### src/common/aes_ctrl_pkg.sv
// control types; the command is decoded from the FSM state, so it is low whenever the core is idle.
`default_nettype none

package aes_ctrl_pkg;

    localparam int unsigned NUM_ROUNDS = 14;   // AES-256 round count.
    localparam int unsigned ROUND_CNT_W = 4;   // wide enough for 1 to 14.

    typedef logic [ROUND_CNT_W-1:0] round_cnt_t;   // current round number.

    // sequencer states.
    typedef enum logic [2:0] {
        IDLE = 3'd0,   // waiting for req.
        LOAD = 3'd1,   // initial AddRoundKey and key window load.
        SUB  = 3'd2,   // S-box read cycle.
        MIX  = 3'd3,   // rest of the round, state and window update.
        DONE = 3'd4    // ciphertext held, ack toward the host.
    } aes_ctrl_state_e;

    // command to both datapaths, 4 bits.
    typedef struct packed {
        logic load;   // take plaintext and key.
        logic sub;    // S-box read cycle.
        logic step;   // update state and key window.
        logic last;   // final round, no MixColumns.
    } round_cmd_t;

endpackage

`default_nettype wire

### src/hw/aes_ctrl.sv
// one encryption per req; a new req is taken only from IDLE and ack rises 30 edges after req is sampled.
`timescale 1ns/1ps
`default_nettype none

module aes_ctrl
    import aes_ctrl_pkg::*;
(
    input  logic       clk,     // core clock.
    input  logic       rst_n,   // synchronous, active low.
    input  logic       req,     // host request.
    output logic       ack,     // host acknowledge.
    output round_cmd_t cmd      // command to the datapaths.
);

    aes_ctrl_state_e state_q;   // current state.
    aes_ctrl_state_e state_d;   // next state.
    round_cnt_t      round_q;   // round in progress, 1 to NUM_ROUNDS.
    round_cnt_t      round_d;
    logic            final_round;

    assign final_round = (round_q == round_cnt_t'(NUM_ROUNDS));

    // ********************************************************************
    // round sequencer
    // ********************************************************************
    always_comb
    begin
        state_d = state_q;   // hold by default.
        round_d = round_q;
        case (state_q)
            IDLE:
            begin
                if (req)
                begin
                    state_d = LOAD;   // req seen from idle only.
                end
            end
            LOAD:
            begin
                state_d = SUB;
                round_d = round_cnt_t'(1);   // first round follows.
            end
            SUB:
            begin
                state_d = MIX;   // ROM outputs are registered now.
            end
            MIX:
            begin
                if (final_round)
                begin
                    state_d = DONE;
                end
                else
                begin
                    state_d = SUB;
                    round_d = round_q + round_cnt_t'(1);
                end
            end
            DONE:
            begin
                if (!req)
                begin
                    state_d = IDLE;   // host has seen ack.
                end
            end
            default:
            begin
                state_d = IDLE;   // unused encodings.
            end
        endcase
    end

    always_ff @(posedge clk)
    begin
        if (!rst_n)
        begin
            state_q <= IDLE;
            round_q <= '0;
            ack     <= 1'b0;
        end
        else
        begin
            state_q <= state_d;
            round_q <= round_d;
            ack     <= (state_q == DONE) && req;   // falls with the edge that sees req low.
        end
    end

    // ********************************************************************
    // command decode
    // ********************************************************************
    always_comb
    begin
        cmd      = '0;   // all low outside a run.
        cmd.load = (state_q == LOAD);
        cmd.sub  = (state_q == SUB);
        cmd.step = (state_q == MIX);
        cmd.last = ((state_q == SUB) || (state_q == MIX)) && final_round;
    end

endmodule

`default_nettype wire

### config.mk
export PLATFORM = sky130hd
export DESIGN_NAME = aes_ctrl
export DESIGN_NICKNAME = d
export VERILOG_FILES = /design/src/common/aes_ctrl_pkg.sv /design/src/hw/aes_ctrl.sv
export SDC_FILE = /design/constraint.sdc
export NUM_CORES = 1
export LEC_CHECK = 0
export BUFFER_PORTS_ARGS = -buffer_cell sky130_fd_sc_hd__buf_2
export CORE_AREA = 2 2 39 41
export DETAILED_ROUTE_END_ITERATION = 6
export DIE_AREA = 0 0 41 43
export HOLD_SLACK_MARGIN = 0.1
export SYNTH_ARGS = -nofsm -noshare
export SYNTH_HDL_FRONTEND = slang
export SYNTH_SLANG_ARGS = --single-unit
### constraint.sdc
create_clock -name clk -period 2.2 [get_ports clk]
set_input_delay 0.22 -clock clk [delete_from_list [all_inputs] [get_ports clk]]
set_output_delay 0.22 -clock clk [all_outputs]
set_load 0.03 [all_outputs]
# [Yosys cells after proc, flatten, opt, wreduce, memory -nomap -nowiden]
# Cells that the tools add are included.
[classes] add_sub_neg=1 eq_ne=8 reduce_logical=7 n_mux=6
[op_table] operator="$pmux 3 s5" count=1
[op_table] operator="$mux 3" count=3
[op_table] operator="$pmux 4 s2" count=1
[op_table] operator="$eq 3x2->1 const B" count=2
[op_table] operator="$ne 2x2->1 const B" count=3
[op_table] operator="$add 4x1->4 const B" count=1
[op_table] operator="$eq 4x4->1 const B" count=1
[op_table] operator="$mux 4" count=1
[op_table] operator="$reduce_and 2->1" count=2
[op_table] operator="$eq 3x1->1 const B" count=1
[op_table] operator="$eq 3x3->1 const B" count=1
[op_table] operator="$logic_not 3->1" count=1
[op_table] operator="$logic_and 1x1->1" count=2
[op_table] operator="$reduce_bool 2->1" count=1
[op_table] operator="$logic_or 1x1->1" count=1
[totals] regBits=8 out_inout_bits=5 inputBits=3

# [Longest topological paths before layout]
[depth] depth_word=3 depth_mapped=5 ltp_nobuf=5

# [Least setup slack after synthesis]
# OpenSTA, ideal clock, no wires.
[synth_timing] path_type="flip-flop to flip-flop" start="reg round_q[1]" end="reg state_q[2]" n_path_buf=0 path_slack_ns=0.797 required_time_ns=2.140 path_stages_with_launch=5 arrival_ns=1.343 setup_ns=0.060 synth_period_minus_slack_ns=1.403 cell_sequence="dfxtp_1 > ha_1 > nand3_1 > nor2_1 > a31o_1"
[synth_via] elab_chain_len=3
[synth_rtl] item="start: declaration" line_no="aes_ctrl.sv:17" source="round_cnt_t round_q;"
[synth_rtl] item="start signal: assignment" line_no="aes_ctrl.sv:84" source="round_q <= round_d;"
[synth_rtl] item="$eq 4x4->1" line_no="aes_ctrl.sv:21" source="assign final_round = (round_q == round_cnt_t'(NUM_ROUNDS));"
[synth_rtl] item="$mux 3" line_no="aes_ctrl.sv:49" source="if (final_round)"
[synth_rtl] item="$pmux 3 s5" line_no="aes_ctrl.sv:30" source="case (state_q)"
[synth_rtl] item="end signal: assignment" line_no="aes_ctrl.sv:83" source="state_q <= state_d;"
[synth_rtl] item="end: declaration" line_no="aes_ctrl.sv:15" source="aes_ctrl_state_e state_q;"
# Every way passes these cells.
# A chain may end at the register's enable or synchronous reset.

==> reports/metrics.cfg <==
[outcome]
status=finished, final reports clean

[logic_synthesis]
ys_types=24
synthTopCellsByCount=dfxtp_1 (8), nor2_1 (6), nand2_1 (3), nand3_1 (3), nor4_1 (3)
synth_cells=47
ys_seq_area_share_pct=38.8
avgSynthCellArea_um2=8.79
synth_top_area_share_pct=38.8
synth.most_common_cell=dfxtp_1
synth_edf_count=0
ys_seq_elements=8
syn_nets=52
synthTopCellsByArea=dfxtp_1 (39%), ha_1 (6.1%), nor2_1 (5.5%), nor4_1 (4.5%), nand4b_1 (4.2%)
synth-async-reset-ratio_pct=0
ys_warn_count=0
ys.flop_type=dfxtp_1
synth_top_area_cell=dfxtp_1
netlist_area_um2=413

[global_route]
track_usage_pct=12.0
gr-total-overflow=0
grt_max_degree=13
grt_pass1_wl_um=1430
grt_pass1_vias=353
antenna_found_initial=0

[min_path]
min_to=state_q[2]$_SDFFE_PN0P_
worstHoldPathType=primary input to flip-flop
min_from=rst_n
min_path_cells=2

[sta]
relSlewSlack_pct=75.6
clock_skew_ns=0.00119
setup_ws_ns=0.558
max_freq_ghz=0.609
hold_viol=0
fin_crit_sh_pct=74.6
final-max-slew-violation-count=0
worst-slew-pin-transition_ns=0.366
min_period_ns=1.64
setup_viol=0
rsz0062_at_grt=false
hold_slack_ns=0.236
finalSetupTns_ns=0

[finish]
final_cells=72
final_nets=63
syn2layout_area_growth_pct=17.6
antenna-diode-count=0
drive_gt1_share_pct=26.8

[place]
pre_cts_slack_ns=0.786
dp.cells=69
place_hpwl_um=641
port-buffer-count=7
gp_congestion=0.838

[critical_path]
path_delay_family=flip-flops
cpPeakStageDelay_ns=0.45
cp_max_fo=6
path_buf_inv=1
worst_r2r_startpoint=round_q[0]$_SDFFE_PN0P_
reg2reg_depth=5
r2r-end=state_q[1]$_SDFFE_PN0P_
worst-setup-path-type=flip-flop to primary output
crit_arrival_ns=1.42
slowest_stage=dfxtp_1
r2r_setup_slack_ns=0.79
cp-end-kind=primary output
cp-startpoint=round_q[1]$_SDFFE_PN0P_
required_ns=1.98
crit_chain=ha_1, nand3_1, nor2_1, buf_2
start_kind=flip-flop

[power_and_ir_drop]
vdd_ir_drop_max_mv=0.243
p_total_uw=309
p_leak_nw=0.195
power_density_mw_per_mm2=636

[cts]
clk_path_buf_depth=2
path_clk_slew_ns=0.05
ctsResizeCount=0
cts_tree=built
cts.htree.levels=1
cts_buffers=3
post-cts-setup-buffers=0
worstSkewPairLatency_ns=0.25
cts_root_buffer=clkbuf_4
postCtsHoldBufs=0
cts.sinks=8

[route]
drt_iter0_drc=6
postRouteAntennaNets=0
drc=0
viasPerCell=5.14
wl_per_cell_um=12.3
dr_total_vias=370
first_pass_iters=2
wl_um=884

[floorplan]
die_area_mm2=0.00176
rows=14
pin_count=8
core-area_mm2=0.00138
die_y_um=43
die_x_um=41
start_util_pct=29.8

[job]
max_cap_viol_count=0

==> worst max path at each step <==
stage	end	slack, ns	cells past startpoint
floorplan	state_q[2]$_SDFFE_PN0P_	0.80	4
finish	cmd[0]	0.56	4
detailed placement	state_q[1]$_SDFFE_PN0P_	0.79	5
global route	cmd[0]	0.43	4
CTS	cmd[0]	0.55	4
global placement	state_q[1]$_SDFFE_PN0P_	0.82	5
==> metrics by stage <==
step / util, % / instance area [µm²]
2_1_floorplan: - / 413
3_3_place_gp: 33.5 / 463
3_5_place_dp: 33.5 / 463
4_1_cts: 35.1 / 485
5_1_grt: 35.1 / 485
6_report: 35.1 / 485
==> power by group <==
group	total [mW]	switching, mW	internal (mW)
Sequential	0.160	0.0105	0.150
Clock	0.114	0.0516	0.0625
Combinational	0.0342	0.0215	0.0127
==> layer usage <==
metal | routed length, µm | up-vias | global-route usage [%] | part of all wire, %
li1 | - | 191 | - | -
met1 | 419 | 168 | 11.9 | 47
met2 | 394 | 11 | 20.3 | 45
met3 | 70 | 0 | 6.28 | 7.9
met4 | 0 | 0 | 4.00 | 0
met5 | 0 | - | 0 | 0
==> sequential cells by signal, summed over array words and instances (netlist names) <==
register  count
ack           1
round_q       4
state_q       3
==> final cells by class <==
| type | count | area (µm²) |
|---|---|---|
| repair buffers | 7 | 35.0 |
| fillers | 149 | 898 |
| clock buffers | 3 | 22.5 |
| inverters | 2 | 7.51 |
| flip-flops and latches | 8 | 160 |
| multi-input cells | 36 | 240 |
| well taps | 16 | 20.0 |
==> kinds of logic (layout without fill, tap and decap cells) <==
logic type | count (synthesis) | in the layout | synth area share [%]
AOI/OAI and AO/OA | 9 | 9 | 17.6
adders and majority gates | 2 | 2 | 6.06
buffers and inverters | 3 | 12 | 3.03
DFF | 8 | 8 | 38.8
and+or+nand+nor | 25 | 25 | 34.5
==> placed cells by master, fill, tap and decap left out, drive strengths merged, types with 2 or more instances in the layout <==
cell    instances
clkbuf          3
buf             7
nand2b          2
nor3            2
dfxtp           8
nor2            6
and3            2
nand2           3
nand3           3
inv             2
nand4b          2
nor4            3
o21ai           2
ha              2
Note: power is estimated with default switching activity, not from simulation.
